**config.mk**
```make
export PLATFORM = sky130hd
export DESIGN_NAME = snoop_arb_top
export DESIGN_NICKNAME = d
export VERILOG_FILES = /design/src/arb_pkg.sv /design/src/snoop_arb_top.sv /design/src/grant_issue.sv /design/src/req_capture.sv /design/src/tag_tree.sv /design/src/tree_node.sv
export SDC_FILE = /design/constraint.sdc
export NUM_CORES = 1
export LEC_CHECK = 0
export BUFFER_PORTS_ARGS = -buffer_cell sky130_fd_sc_hd__buf_2
export CORE_MARGIN = 4
export CORE_UTILIZATION = 60
export CTS_BUF_LIST = sky130_fd_sc_hd__clkbuf_16
export DETAILED_ROUTE_END_ITERATION = 16
export PLACE_DENSITY_LB_ADDON = 0.12
export SYNTH_ARGS = -nofsm -noshare
export SYNTH_HDL_FRONTEND = slang
export SYNTH_SLANG_ARGS = --single-unit
```
**constraint.sdc**
```tcl
create_clock -name clk_i -period 3.16 [get_ports clk_i]
set_clock_uncertainty 0.15 [all_clocks]
set_input_delay 0.158 -clock clk_i [delete_from_list [all_inputs] [get_ports clk_i]]
set_output_delay 0.158 -clock clk_i [all_outputs]
set_load 0.005 [all_outputs]
```
**src/arb_pkg.sv**
```systemverilog
// Shared types and constants for the snoop request arbiter
package arb_pkg;

   // Widest tag any tree may carry, sets the struct widths
   localparam int MAX_TAG_W = 8;

   // Delay configurations for the tag tree
   localparam logic [1:0] DELAY_NONE      = 2'd0;
   localparam logic [1:0] DELAY_ALTERNATE = 2'd1;
   localparam logic [1:0] DELAY_ALL       = 2'd2;

   typedef logic [MAX_TAG_W-1:0] tag_t;

   // What a node shows its parent
   // rdy is held until ack, tag stays stable while rdy is high
   typedef struct packed {
      logic rdy;
      tag_t tag;
   } node_out_t;

   // Grant leaving the arbiter, valid for one cycle per grant
   typedef struct packed {
      logic valid;
      tag_t tag;
   } grant_t;

endpackage
```
**src/snoop_arb_top.sv**
```systemverilog
// Snooping cache request arbiter, capture then tag tree then grant stage
module snoop_arb_top #(
   parameter int         NUM_SRC    = 8,
   parameter logic [1:0] DELAY_CONF = arb_pkg::DELAY_ALTERNATE
) (
   input  logic               clk_i,
   input  logic               rst_n_i,

   input  logic [NUM_SRC-1:0] req_i,
   input  logic               grant_en_i,

   output arb_pkg::grant_t    grant_o,
   output logic               merge_o
);

   localparam int TAG_W = $clog2(NUM_SRC);

   logic [NUM_SRC-1:0] pending;
   logic [NUM_SRC-1:0] src_ack;
   arb_pkg::node_out_t root;
   logic               root_ack;

   req_capture #(
      .NUM_SRC(NUM_SRC)
   ) u_capture (
      .clk_i    (clk_i),
      .rst_n_i  (rst_n_i),
      .req_i    (req_i),
      .src_ack_i(src_ack),
      .pending_o(pending),
      .merge_o  (merge_o)
   );

   tag_tree #(
      .NUM_SRC   (NUM_SRC),
      .DELAY_CONF(DELAY_CONF),
      .TAG_W     (TAG_W)
   ) u_tree (
      .clk_i     (clk_i),
      .rst_n_i   (rst_n_i),
      .pending_i (pending),
      .src_ack_o (src_ack),
      .root_o    (root),
      .root_ack_i(root_ack)
   );

   grant_issue #(
      .TAG_W(TAG_W)
   ) u_issue (
      .clk_i     (clk_i),
      .rst_n_i   (rst_n_i),
      .root_i    (root),
      .grant_en_i(grant_en_i),
      .root_ack_o(root_ack),
      .grant_o   (grant_o)
   );

endmodule

```
**src/grant_issue.sv**
```systemverilog
// Output stage, takes one tag per cycle from the root while enabled
module grant_issue #(
   parameter int TAG_W = 3
) (
   input  logic               clk_i,
   input  logic               rst_n_i,

   input  arb_pkg::node_out_t root_i,
   input  logic               grant_en_i,
   output logic               root_ack_o,

   output arb_pkg::grant_t    grant_o
);

   logic             valid_q;
   logic [TAG_W-1:0] tag_q;

   // Consumer enable gates the ack, so back-pressure stalls the tree
   assign root_ack_o = root_i.rdy & grant_en_i;

   always_ff @(posedge clk_i) begin
      if (!rst_n_i) begin
         valid_q <= 1'b0;
      end else begin
         valid_q <= root_ack_o;
      end
   end

   always_ff @(posedge clk_i) begin
      if (root_ack_o) begin
         tag_q <= root_i.tag[TAG_W-1:0];
      end
   end

   assign grant_o = arb_pkg::grant_t'{
      valid: valid_q,
      tag:   arb_pkg::tag_t'(tag_q)
   };

   a_no_grant_when_off : assert property (@(posedge clk_i) disable iff (!rst_n_i)
      !grant_en_i |=> !grant_o.valid)
      else $error("grant_issue: grant issued while consumer disabled");

endmodule

```
**src/req_capture.sv**
```systemverilog
// Holds request pulses as pending levels until the tree serves them
module req_capture #(
   parameter int NUM_SRC = 8
) (
   input  logic               clk_i,
   input  logic               rst_n_i,

   input  logic [NUM_SRC-1:0] req_i,
   input  logic [NUM_SRC-1:0] src_ack_i,

   output logic [NUM_SRC-1:0] pending_o,
   output logic               merge_o
);

   logic [NUM_SRC-1:0] pending_q;
   logic               merge_q;
   logic [NUM_SRC-1:0] merged;

   // A pulse on a bit that stays set folds into the existing request
   assign merged = req_i & pending_q & ~src_ack_i;

   always_ff @(posedge clk_i) begin
      if (!rst_n_i) begin
         pending_q <= '0;
         merge_q   <= 1'b0;
      end else begin
         // Ack clears, a new pulse in the same cycle sets again
         pending_q <= (pending_q & ~src_ack_i) | req_i;
         if (|merged) begin
            merge_q <= 1'b1;
         end
      end
   end

   assign pending_o = pending_q;
   assign merge_o   = merge_q;

   a_ack_pending : assert property (@(posedge clk_i) disable iff (!rst_n_i)
      (src_ack_i & ~pending_q) == '0)
      else $error("req_capture: leaf ack without pending request");

endmodule

```
**src/tag_tree.sv**
```systemverilog
// Binary tree of arbitration nodes reducing pending requests to one tag
module tag_tree #(
   parameter int         NUM_SRC    = 8,
   parameter logic [1:0] DELAY_CONF = arb_pkg::DELAY_ALTERNATE,
   parameter int         TAG_W      = 3
) (
   input  logic               clk_i,
   input  logic               rst_n_i,

   input  logic [NUM_SRC-1:0] pending_i,
   output logic [NUM_SRC-1:0] src_ack_o,

   output arb_pkg::node_out_t root_o,
   input  logic               root_ack_i
);

   localparam int NUM_NODES = 2*NUM_SRC - 1;

   // Leaves sit at 0..NUM_SRC-1, node k drives entry k+NUM_SRC, root is last
   arb_pkg::node_out_t         nodes [NUM_NODES];
   logic [NUM_NODES-1:0]       acks;

   for (genvar k = 0; k < NUM_SRC; k++) begin : g_leaf
      localparam logic [TAG_W-1:0] LEAF_TAG = k;

      assign nodes[k] = arb_pkg::node_out_t'{
         rdy: pending_i[k],
         tag: arb_pkg::tag_t'(LEAF_TAG)
      };
      assign src_ack_o[k] = acks[k];
   end

   for (genvar k = 0; k < NUM_SRC-1; k++) begin : g_node
      // Level of the node counted from the root, root is level 1
      localparam int  LEVEL = $clog2(NUM_SRC - k);
      localparam bit  DELAY = (DELAY_CONF == arb_pkg::DELAY_ALL) ||
                              ((DELAY_CONF == arb_pkg::DELAY_ALTERNATE) &&
                               (LEVEL % 2 == 1));

      tree_node #(
         .ENABLE_DELAY(DELAY)
      ) u_node (
         .clk_i      (clk_i),
         .rst_n_i    (rst_n_i),
         .left_i     (nodes[2*k]),
         .left_ack_o (acks[2*k]),
         .right_i    (nodes[2*k+1]),
         .right_ack_o(acks[2*k+1]),
         .out_o      (nodes[k+NUM_SRC]),
         .ack_i      (acks[k+NUM_SRC])
      );
   end

   assign root_o              = nodes[NUM_NODES-1];
   assign acks[NUM_NODES-1]   = root_ack_i;

endmodule

```
**src/tree_node.sv**
```systemverilog
// Two-input round-robin node of the tag tree
module tree_node #(
   parameter bit ENABLE_DELAY = 1'b0
) (
   input  logic              clk_i,
   input  logic              rst_n_i,

   input  arb_pkg::node_out_t left_i,
   output logic              left_ack_o,

   input  arb_pkg::node_out_t right_i,
   output logic              right_ack_o,

   output arb_pkg::node_out_t out_o,
   input  logic              ack_i
);

   logic          last_right_q;
   logic          hold_q;
   logic          hold_left_q;
   logic          pick_left;
   logic          sel_rdy;
   arb_pkg::tag_t sel_tag;
   logic          take;

   // Keep an offered child until it transfers so the tag cannot change under rdy
   assign pick_left = hold_q ? hold_left_q :
                      (left_i.rdy && (!right_i.rdy || last_right_q));
   assign sel_rdy   = left_i.rdy | right_i.rdy;
   assign sel_tag   = pick_left ? left_i.tag : right_i.tag;

   assign left_ack_o  = take & pick_left;
   assign right_ack_o = take & ~pick_left;

   always_ff @(posedge clk_i) begin
      if (!rst_n_i) begin
         last_right_q <= 1'b0;
         hold_q       <= 1'b0;
      end else begin
         if (take) begin
            last_right_q <= ~pick_left;
         end
         hold_q <= sel_rdy & ~take;
      end
   end

   always_ff @(posedge clk_i) begin
      hold_left_q <= pick_left;
   end

   if (ENABLE_DELAY) begin : g_reg
      logic          vld_q;
      arb_pkg::tag_t tag_q;

      // Load when empty or when the parent drains us this cycle
      assign take = sel_rdy & (~vld_q | ack_i);

      always_ff @(posedge clk_i) begin
         if (!rst_n_i) begin
            vld_q <= 1'b0;
         end else if (take) begin
            vld_q <= 1'b1;
         end else if (ack_i) begin
            vld_q <= 1'b0;
         end
      end

      always_ff @(posedge clk_i) begin
         if (take) begin
            tag_q <= sel_tag;
         end
      end

      assign out_o = arb_pkg::node_out_t'{rdy: vld_q, tag: tag_q};
   end else begin : g_comb
      // Ack passes straight down to the chosen child
      assign take  = ack_i;
      assign out_o = arb_pkg::node_out_t'{rdy: sel_rdy, tag: sel_tag};
   end

   a_one_ack : assert property (@(posedge clk_i) disable iff (!rst_n_i)
      !(left_ack_o && right_ack_o))
      else $error("tree_node: both children acked");

   a_left_rdy : assert property (@(posedge clk_i) disable iff (!rst_n_i)
      left_ack_o |-> left_i.rdy)
      else $error("tree_node: ack to idle left child");

   a_right_rdy : assert property (@(posedge clk_i) disable iff (!rst_n_i)
      right_ack_o |-> right_i.rdy)
      else $error("tree_node: ack to idle right child");

endmodule

```
==> impl_metrics.yaml, run 1 <==
run_status:
  status: "completed"
global_routing:
  grtUsageMet1: 0.239
  track_usage: 0.216
  grt.busiest_layer: "met2"
  grt_util_met2: 0.384
  gr-usage-met3: 0.0598
  grt_pass1_wl_um: 6890
  grt_max_degree: 21
  overflow: 0
  antenna_found_initial: 0
  grt_pass1_vias: 1536
pwr:
  p_switching_uw: 384
  p_clk_frac: 0.329
  comb_power_share: 0.168
  swShare: 0.265
  p_int_mw: 1.07
  seqPwrFrac: 0.503
  p_leak_nw: 0.912
  powerDensity_nw_per_um2: 652
  peakVddDrop_uv: 364
  totalPowerFinal_mw: 1.45
clock_tree:
  cts_sinks: 46
  cts_resized: 0
  clk_latency_ns: 0.28
  cts_root_buf: "clkbuf_16"
  cts_tree: "built"
  cts_inserted_buffers: 5
  cts_buffer_depth: 2
  path_clk_slew_ns: 0.06
  h-tree-depth: 2
sta:
  hold_viol: 0
  timing.hold.ws_ns: 0.00201
  fin_crit_sh: 0.725
  worst_pin_slew_ns: 0.657
  setup_tns_ns: 0
  setup_viol: 0
  layout_min_cycle_time_ns: 2.29
  rsz0062_at_grt: "no"
  maxSlewViolCount: 0
  max_freq_ghz: 0.436
  max_slew_margin: 0.561
setup_path:
  startpoint_type: "flip-flop"
  worstSetupPathType: "reg2reg"
  r2r_slack_ns: 0.87
  endpoint_kind: "flip-flop"
  arrival_ns: 2.31
  worstRegToRegCells: 6
  cp_max_fo: 11
  cp.required_ns: 3.18
floorplan:
  die_area_um2: 4260
  ios: 21
  die_height_um: 65.3
  die_w_um: 65.3
  core_area_um2: 3100
  start_util: 0.635
  placementRows: 20
cells_and_area:
  drive_gt1_frac: 0.122
  utilization: 0.716
  diodes: 0
  layout.nets: 239
  area_delta_synth_final_pct: 12.8
  finalInstanceArea_um2: 2220
route:
  drc: 0
  vias: 1569
  route.detailed.wl_per_inst_um: 14.9
  antenna_left: 0
  drtIter0Drc: 112
  first_pass_iters: 4
  drt_wl_total_um: 4060
  vias_per_cell: 5.75
synth:
  synth_warnings: 0
  ys_ff_latch: 46
  synth_top_area_cell: "dfxtp_1"
  synthCells: 208
  synthTopCellsByArea: "dfxtp_1 (37%), edfxtp_1 (15%), a21oi_1 (4.6%)"
  synth_edf_count: 10
  ys.flop_type: "dfxtp_1"
  syn_avg_cell_area_um2: 9.47
  netlist_area_um2: 1970
  yosysSeqAreaShare: 0.518
  synth_top_area_share: 0.366
  synth_cell_types: 41
  synthArstFlopShare: 0
place:
  post-dp-hpwl_um: 2900
  place_area_um2: 2040
  port_buffers: 15
  place.gp.congestion: 0.880
worst_hold_path:
  min_delay_path_depth: 3
  min_path_type: "in2reg"
job:
  maxCapViolCount: 0
-- area by class of cell --
type                       instances  area, um^2
clock buffer                       5         125
clock inverter                     3        11.3
fill                             251         881
inverter                          16        60.1
multi-input combinational        139         825
sequential                        46        1020
tap                               44        55.1
timing repair buffer              20         125
-- final timing paths --
path | from | endpoint
setup / recovery | u_tree.g_node[2].u_node.g_reg.vld_q | u_capture.merge_o
hold / removal | req_i[0] | u_capture.pending_o[0]
setup reg to reg | u_tree.g_node[2].u_node.g_reg.vld_q | u_capture.merge_o
hold reg to reg | u_tree.g_node[6].u_node.g_reg.tag_q[2] | u_issue.tag_q[2]
-- power groups by stage --
stage               combinational, mW  clock [mW]  sequential (mW)
CTS                             0.242       0.486            0.729
global placement                0.226           0            0.736
detailed placement              0.234           0            0.740
global route                    0.271       0.516            0.739
floorplan                       0.193           0            0.728
finish                          0.243       0.477            0.729
-- flip-flops by register name, indices dropped and copies added, names as in the netlist --
| register | flops |
|---|---|
| u_tree.g_node.u_node.hold_q | 7 |
| u_capture.merge_o | 1 |
| u_tree.g_node.u_node.hold_left_q | 7 |
| u_tree.g_node.u_node.g_reg.tag_q | 7 |
| u_issue.tag_q | 3 |
| u_tree.g_node.u_node.last_right_q | 7 |
| u_issue.valid_q | 1 |
| u_tree.g_node.u_node.g_reg.vld_q | 5 |
| u_capture.pending_o | 8 |
-- routing by layer --
| metal | routed length (um) | share of wire |
|---|---|---|
| met5 | 0 | 0 |
| met4 | 68 | 0.017 |
| met3 | 205 | 0.050 |
| met2 | 2130 | 0.53 |
| met1 | 1650 | 0.41 |
-- logic make-up (layout without fill, tap and decap cells) --
group,Yosys count,after routing,synth area share
mux,6,6,0.0324
buf+inv,27,44,0.0705
flops,46,46,0.518
simple gates,62,62,0.151
other cells,1,5,0.00190
compound gates,66,66,0.226
-- synth_stat cells (4+ instances only) --
| cell | count |
|---|---|
| inv_1 | 15 |
| nor2b_1 | 7 |
| edfxtp_1 | 10 |
| nor2_1 | 15 |
| o21ai_0 | 15 |
| buf_4 | 6 |
| a21oi_1 | 18 |
| nor3_1 | 4 |
| dfxtp_1 | 36 |
| and3_1 | 4 |
| a31oi_1 | 4 |
| nand2_1 | 20 |
| o31a_1 | 5 |
| nand2b_1 | 6 |
-- critical path, cell delays in order (launching register included) --
cell	delay, ns
dfxtp_1	0.47
o21ba_1	0.18
o31a_1	0.32
inv_2	0.16
o31ai_1	0.42
o221ai_1	0.19
o31a_1	0.31
-- per-stage QoR --
stage | setup WS [ns] | cells
6_report | 0.868 | 273
5_1_grt | 0.700 | 273
4_1_cts | 0.905 | 273
3_5_place_dp | 0.930 | 260
3_3_place_gp | 1.01 | 260
2_1_floorplan | 1.16 | 212
-- cell usage in the layout (no fill, tap or decap), types with 5 or more instances in the layout --
master,instances
a21oi_1,18
buf_2,15
clkbuf_16,5
conb_1,5
dfxtp_1,36
dlygate4sd3_1,5
edfxtp_1,10
inv_1,17
nand2_1,20
nand2b_1,6
nor2_1,15
nor2b_1,7
o21ai_0,15
o31a_1,5
-- repair_timing --
item                                   in CTS  in global routing
hold buffers                                5                  0
setup buffers                               0                  0
endpoints found under the hold margin       5                  0
Note: power is estimated with default switching activity, not from simulation.
==> run 2, diff against run 1 <==
--- a/config.mk
+++ b/config.mk
@@ -7,7 +7,7 @@
 export LEC_CHECK = 0
 export BUFFER_PORTS_ARGS = -buffer_cell sky130_fd_sc_hd__buf_2
 export CORE_MARGIN = 4
-export CORE_UTILIZATION = 60
+export CORE_UTILIZATION = 51
 export CTS_BUF_LIST = sky130_fd_sc_hd__clkbuf_16
 export DETAILED_ROUTE_END_ITERATION = 16
 export PLACE_DENSITY_LB_ADDON = 0.12
==> constraint.sdc (replaced) <==
create_clock -name clk_i -period 1.95 [get_ports clk_i]
set_clock_uncertainty 0.15 [all_clocks]
set_input_delay 0.0975 -clock clk_i [delete_from_list [all_inputs] [get_ports clk_i]]
set_output_delay 0.0975 -clock clk_i [all_outputs]
set_load 0.005 [all_outputs]
==> impl_metrics.yaml, run 2 (same netlist as run 1, synthesis figures left out) <==
run_status:
  status: "completed"
setup_path:
  startpoint_type: "flip-flop"
  cp.required_ns: 2.01
  cp_max_fo: 7
  worstSetupPathType: "reg2reg"
  cp_slowest_cell: "or3_1"
  cp_top_family: "compound AO/OA/AOI/OAI gates"
  critPathMostFrequentCell: "o31a_1"
  slowest_delay_ns: 0.38
  path_buf_inv: 1
  arrival_ns: 1.99
  crit_chain: "o21ba_1, o31a_1, inv_2, o31a_1, or3_1, a21oi_2"
  endpoint_kind: "flip-flop"
global_routing:
  grt_pass1_vias: 1559
  antenna_found_initial: 0
  overflow: 0
  track_usage: 0.185
  grt_max_degree: 21
  grt_pass1_wl_um: 7210
route:
  antenna_left: 0
  drc: 0
  first_pass_iters: 4
  drtIter0Drc: 167
  vias_per_cell: 5.45
  vias: 1609
  route.detailed.wl_per_inst_um: 14.7
  drt_wl_total_um: 4350
sta:
  rsz0062_at_grt: "yes"
  fin_crit_sh: 0.992
  setup_viol: 0
  layout_min_cycle_time_ns: 1.93
  hold_viol: 0
  timing.hold.ws_ns: 0.0173
  max_slew_margin: 0.500
  worst_pin_slew_ns: 0.749
  max_freq_ghz: 0.517
  maxSlewViolCount: 0
pwr:
  powerDensity_nw_per_um2: 1010
  peakVddDrop_uv: 784
  p_leak_nw: 1.01
cells_and_area:
  drive_gt1_frac: 0.243
  largest_reg_flops: 8
  multiInputGateArea_um2: 916
  fillCellCount: 297
  layout.cells.non_filler: 295
  final_cell_mix: "dfxtp_1 (31), nand2_1 (19), inv_1 (17)"
  diodes: 0
  final_common_cell: "dfxtp_1"
  register_area_um2: 1030
  layout.nets: 257
  area_delta_synth_final_pct: 25.5
worst_hold_path:
  min_path_type: "in2reg"
floorplan:
  ios: 21
  start_util: 0.534
  die_w_um: 70.1
  die_area_um2: 4920
  placementRows: 22
  die_height_um: 70.1
  core_area_um2: 3690
place:
  place_inst: 274
  place.gp.congestion: 0.823
  port_buffers: 15
  post-dp-hpwl_um: 2980
clock_tree:
  h-tree-depth: 2
  cts_buffer_depth: 2
  cts_inserted_buffers: 5
  path_clk_slew_ns: 0.06
  cts_tree: "built"
  cts_root_buf: "clkbuf_16"
  cts_sinks: 46
  clk_latency_ns: 0.28
job:
  maxCapViolCount: 0
[run 2: cell types whose count changed in the layout (fill, tap and decap cells not counted), sizes merged]
| cell | delta |
|---|---|
| buf | +14 |
| dlygate4sd3 | +4 |
[run 2: layer usage]
layer | vias to the layer above | share of wire | GRT usage | wire, um
met3 | 8 | 0.040 | 0.0489 | 172
met5 | - | 0 | 0 | 0
met2 | 36 | 0.51 | 0.310 | 2220
met4 | 0 | 0.013 | 0.0638 | 58
met1 | 765 | 0.44 | 0.229 | 1900
li1 | 800 | - | - | -
[run 2: path summary, 6_finish.rpt]
check,to,startpoint,slack [ns],cells after the start
min,u_capture.pending_o[7],rst_n_i,0.02,2
min reg2reg,u_issue.tag_q[0],u_tree.g_node[6].u_node.g_reg.tag_q[0],0.27,0
max reg2reg,u_tree.g_node[3].u_node.last_right_q,u_tree.g_node[6].u_node.last_right_q,0.02,6
max,u_tree.g_node[3].u_node.last_right_q,u_tree.g_node[6].u_node.last_right_q,0.02,6
[run 2: worst register-to-register path, stage by stage, from the launching register on]
cell and delay (ns):
dfxtp_2 0.32, o21ba_1 0.20, o31a_1 0.23, inv_2 0.11, o31a_1 0.36, or3_1 0.38, a21oi_2 0.12
[run 2: report_power, final]
part           total, mW  internal (mW)  switching, mW
Sequential          1.19           1.11         0.0813
Combinational      0.525          0.245          0.280
Clock              0.786          0.461          0.325
[run 2: timing repair]
| action | 4_1_cts | 5_1_grt |
|---|---|---|
| resized for setup | 3 | 19 |
| buffers inserted | 1 | 3 |
| pin swaps | 1 | 9 |
| endpoints found under the setup margin | 4 | 14 |
| hold buffers | 9 | 0 |
| hold endpoints to repair | 9 | 0 |
[run 2: stage by stage]
step           setup slack, ns  setup TNS [ns]  power [mW]  instance area, um^2   util
2_1_floorplan           0.0215               0        1.50                 1990      -
3_3_place_gp            0.0206               0        1.62                 2120  0.575
3_5_place_dp          -0.00932        -0.00932        1.63                 2120  0.575
4_1_cts                0.00142               0        2.44                 2370  0.641
5_1_grt                -0.0927          -0.320        2.63                 2470  0.670
6_report                0.0152               0        2.50                 2470  0.670
[run 2: area by class of cell]
type,count,share of cell area
flip-flops and latches,46,0.416
multi-input cells,139,0.370
repair buffers,38,0.109
clock buffers,5,0.0506
inverters,16,0.0243
well taps,48,0.0243
clock inverters,3,0.00455
==> run 3, diff against run 2 <==
--- a/config.mk
+++ b/config.mk
@@ -5,11 +5,11 @@
 export SDC_FILE = /design/constraint.sdc
 export NUM_CORES = 1
 export LEC_CHECK = 0
-export BUFFER_PORTS_ARGS = -buffer_cell sky130_fd_sc_hd__buf_2
 export CORE_MARGIN = 4
-export CORE_UTILIZATION = 51
+export CORE_UTILIZATION = 55
 export CTS_BUF_LIST = sky130_fd_sc_hd__clkbuf_16
 export DETAILED_ROUTE_END_ITERATION = 16
+export DONT_BUFFER_PORTS = 1
 export PLACE_DENSITY_LB_ADDON = 0.12
 export SYNTH_ARGS = -nofsm -noshare
 export SYNTH_HDL_FRONTEND = slang
==> impl_metrics.yaml, run 3 (same netlist as run 1, synthesis figures left out) <==
worst_hold_path:
  min_delay_path_depth: 3
  hold_start: "req_i[3]"
  hold_end: "u_capture.merge_o"
  min_path_type: "in2reg"
cells_and_area:
  register_area_um2: 1030
  final_cell_mix: "dfxtp_1 (32), nand2_1 (19), a21oi_1 (16)"
  drive_gt1_frac: 0.196
  layout.cells.non_filler: 281
  diodes: 0
  area_delta_synth_final_pct: 24.5
  largest_reg_flops: 8
  final_common_cell: "dfxtp_1"
  layout.nets: 245
  multiInputGateArea_um2: 881
  fillCellCount: 237
floorplan:
  die_height_um: 67.8
  core_area_um2: 3390
  start_util: 0.581
  placementRows: 21
  die_w_um: 67.8
  ios: 21
  die_area_um2: 4600
clock_tree:
  cts_sinks: 46
  cts_root_buf: "clkbuf_16"
  h-tree-depth: 2
  clk_latency_ns: 0.29
  cts_tree: "built"
  cts_inserted_buffers: 5
  cts_buffer_depth: 2
  path_clk_slew_ns: 0.06
setup_path:
  cp_max_fo: 5
  cp.required_ns: 1.98
  worstSetupPathType: "reg2reg"
  r2r_slack_ns: -0.03
  reg2reg_from: "u_tree.g_node[2].u_node.g_reg.vld_q"
  worstRegToRegCells: 5
  arrival_ns: 2.00
  startpoint_type: "flip-flop"
  regToRegEndpoint: "u_capture.merge_o"
  endpoint_kind: "flip-flop"
sta:
  rsz0062_at_grt: "yes"
  max_freq_ghz: 0.506
  setup_viol: 2
  layout_min_cycle_time_ns: 1.98
  max_slew_margin: 0.523
  fin_crit_sh: 1.01
  worst_pin_slew_ns: 0.715
  hold_viol: 0
  timing.hold.ws_ns: 0.0332
  maxSlewViolCount: 0
  setup_ws_ns: -0.0256
place:
  pre_cts_ws_ns: -0.0158
  place_inst: 257
  port_buffers: 0
  place.gp.congestion: 0.904
  post-dp-hpwl_um: 2950
pwr:
  p_clk_frac: 0.391
  powerDensity_nw_per_um2: 1140
  p_switching_uw: 705
  peakVddDrop_uv: 858
  p_int_mw: 2.09
  comb_power_share: 0.182
  totalPowerFinal_mw: 2.79
  seqPwrFrac: 0.426
  swShare: 0.252
  p_leak_nw: 0.980
route:
  drc: 0
  drt_wl_total_um: 4370
  vias: 1609
  drtIter0Drc: 153
  first_pass_iters: 4
  vias_per_cell: 5.73
  antenna_left: 0
  route.detailed.wl_per_inst_um: 15.6
global_routing:
  grt_max_degree: 21
  antenna_found_initial: 0
  track_usage: 0.213
  grt_pass1_wl_um: 7090
  grt_pass1_vias: 1541
  overflow: 0
run_status:
  status: "finished with violations"
  violations: "negative setup slack"
job:
  maxCapViolCount: 0
==> run 3: cell count changes in the layout (fill, tap and decap cells not counted), moves of 2 or more <==
| cell | delta |
|---|---|
| inv_1 | -3 |
| buf_6 | +3 |
| buf_2 | -15 |
| bufinv_16 | +2 |
==> run 3: power by group through the flow <==
stage / Sequential (mW) / Combinational [mW] / Clock [mW]
after CTS: 1.18 / 0.445 / 1.10
after global routing: 1.21 / 0.565 / 1.14
after global placement: 1.20 / 0.395 / 0
after floorplan: 1.18 / 0.315 / 0
final: 1.19 / 0.509 / 1.09
after detailed placement: 1.20 / 0.407 / 0
==> run 3: metal layers <==
layer / vias up / GRT usage / share of wire
met2: 50 / 0.344 / 0.50
li1: 783 / - / -
met1: 766 / 0.254 / 0.43
met5: - / 0 / 0
met4: 0 / 0.117 / 0.021
met3: 10 / 0.0624 / 0.051
==> run 3: worst max path at each step <==
stage,slack (ns),cells past startpoint,endpoint,startpoint
6_report,-0.03,5,u_capture.merge_o,u_tree.g_node[2].u_node.g_reg.vld_q
3_5_place_dp,-0.02,5,u_capture.merge_o,u_tree.g_node[2].u_node.g_reg.vld_q
3_3_place_gp,0.04,5,u_capture.merge_o,u_tree.g_node[2].u_node.g_reg.vld_q
2_1_floorplan,0.02,6,u_capture.merge_o,u_tree.g_node[2].u_node.g_reg.vld_q
4_1_cts,0.005,6,u_tree.g_node[2].u_node.last_right_q,u_tree.g_node[1].u_node.g_reg.vld_q
5_1_grt,-0.09,6,u_tree.g_node[3].u_node.last_right_q,u_tree.g_node[6].u_node.last_right_q
==> run 3: what timing repair did <==
| item | 4_1_cts | 5_1_grt |
|---|---|---|
| resized for setup | 2 | 19 |
| hold endpoints to repair | 19 | 0 |
| hold buffers | 10 | 0 |
| buffers inserted | 2 | 5 |
| pin swaps | 1 | 9 |
| setup endpoints to repair | 3 | 13 |
==> run 3: per-stage QoR <==
step | util | cell area [um^2] | TNS [ns]
floorplan | - | 1990 | 0
global placement | 0.603 | 2040 | 0
detailed placement | 0.603 | 2040 | -0.0158
CTS | 0.694 | 2350 | 0
global route | 0.724 | 2450 | -0.338
finish | 0.724 | 2450 | -0.0495
==> run 3: worst max-delay path: stages, from the launching register on <==
cell and delay (ns):
dfxtp_4 0.37, o21ba_4 0.22, o31a_1 0.33, o311ai_1 0.32, o221ai_1 0.17, o31a_1 0.31
==> run 3: area by class of cell <==
class / instances / area share
sequential: 46 / 0.419
multi-input combinational: 139 / 0.359
timing repair buffer: 26 / 0.0944
clock buffer: 5 / 0.0510
clock inverter: 3 / 0.0281
inverter: 16 / 0.0245
tap: 46 / 0.0235
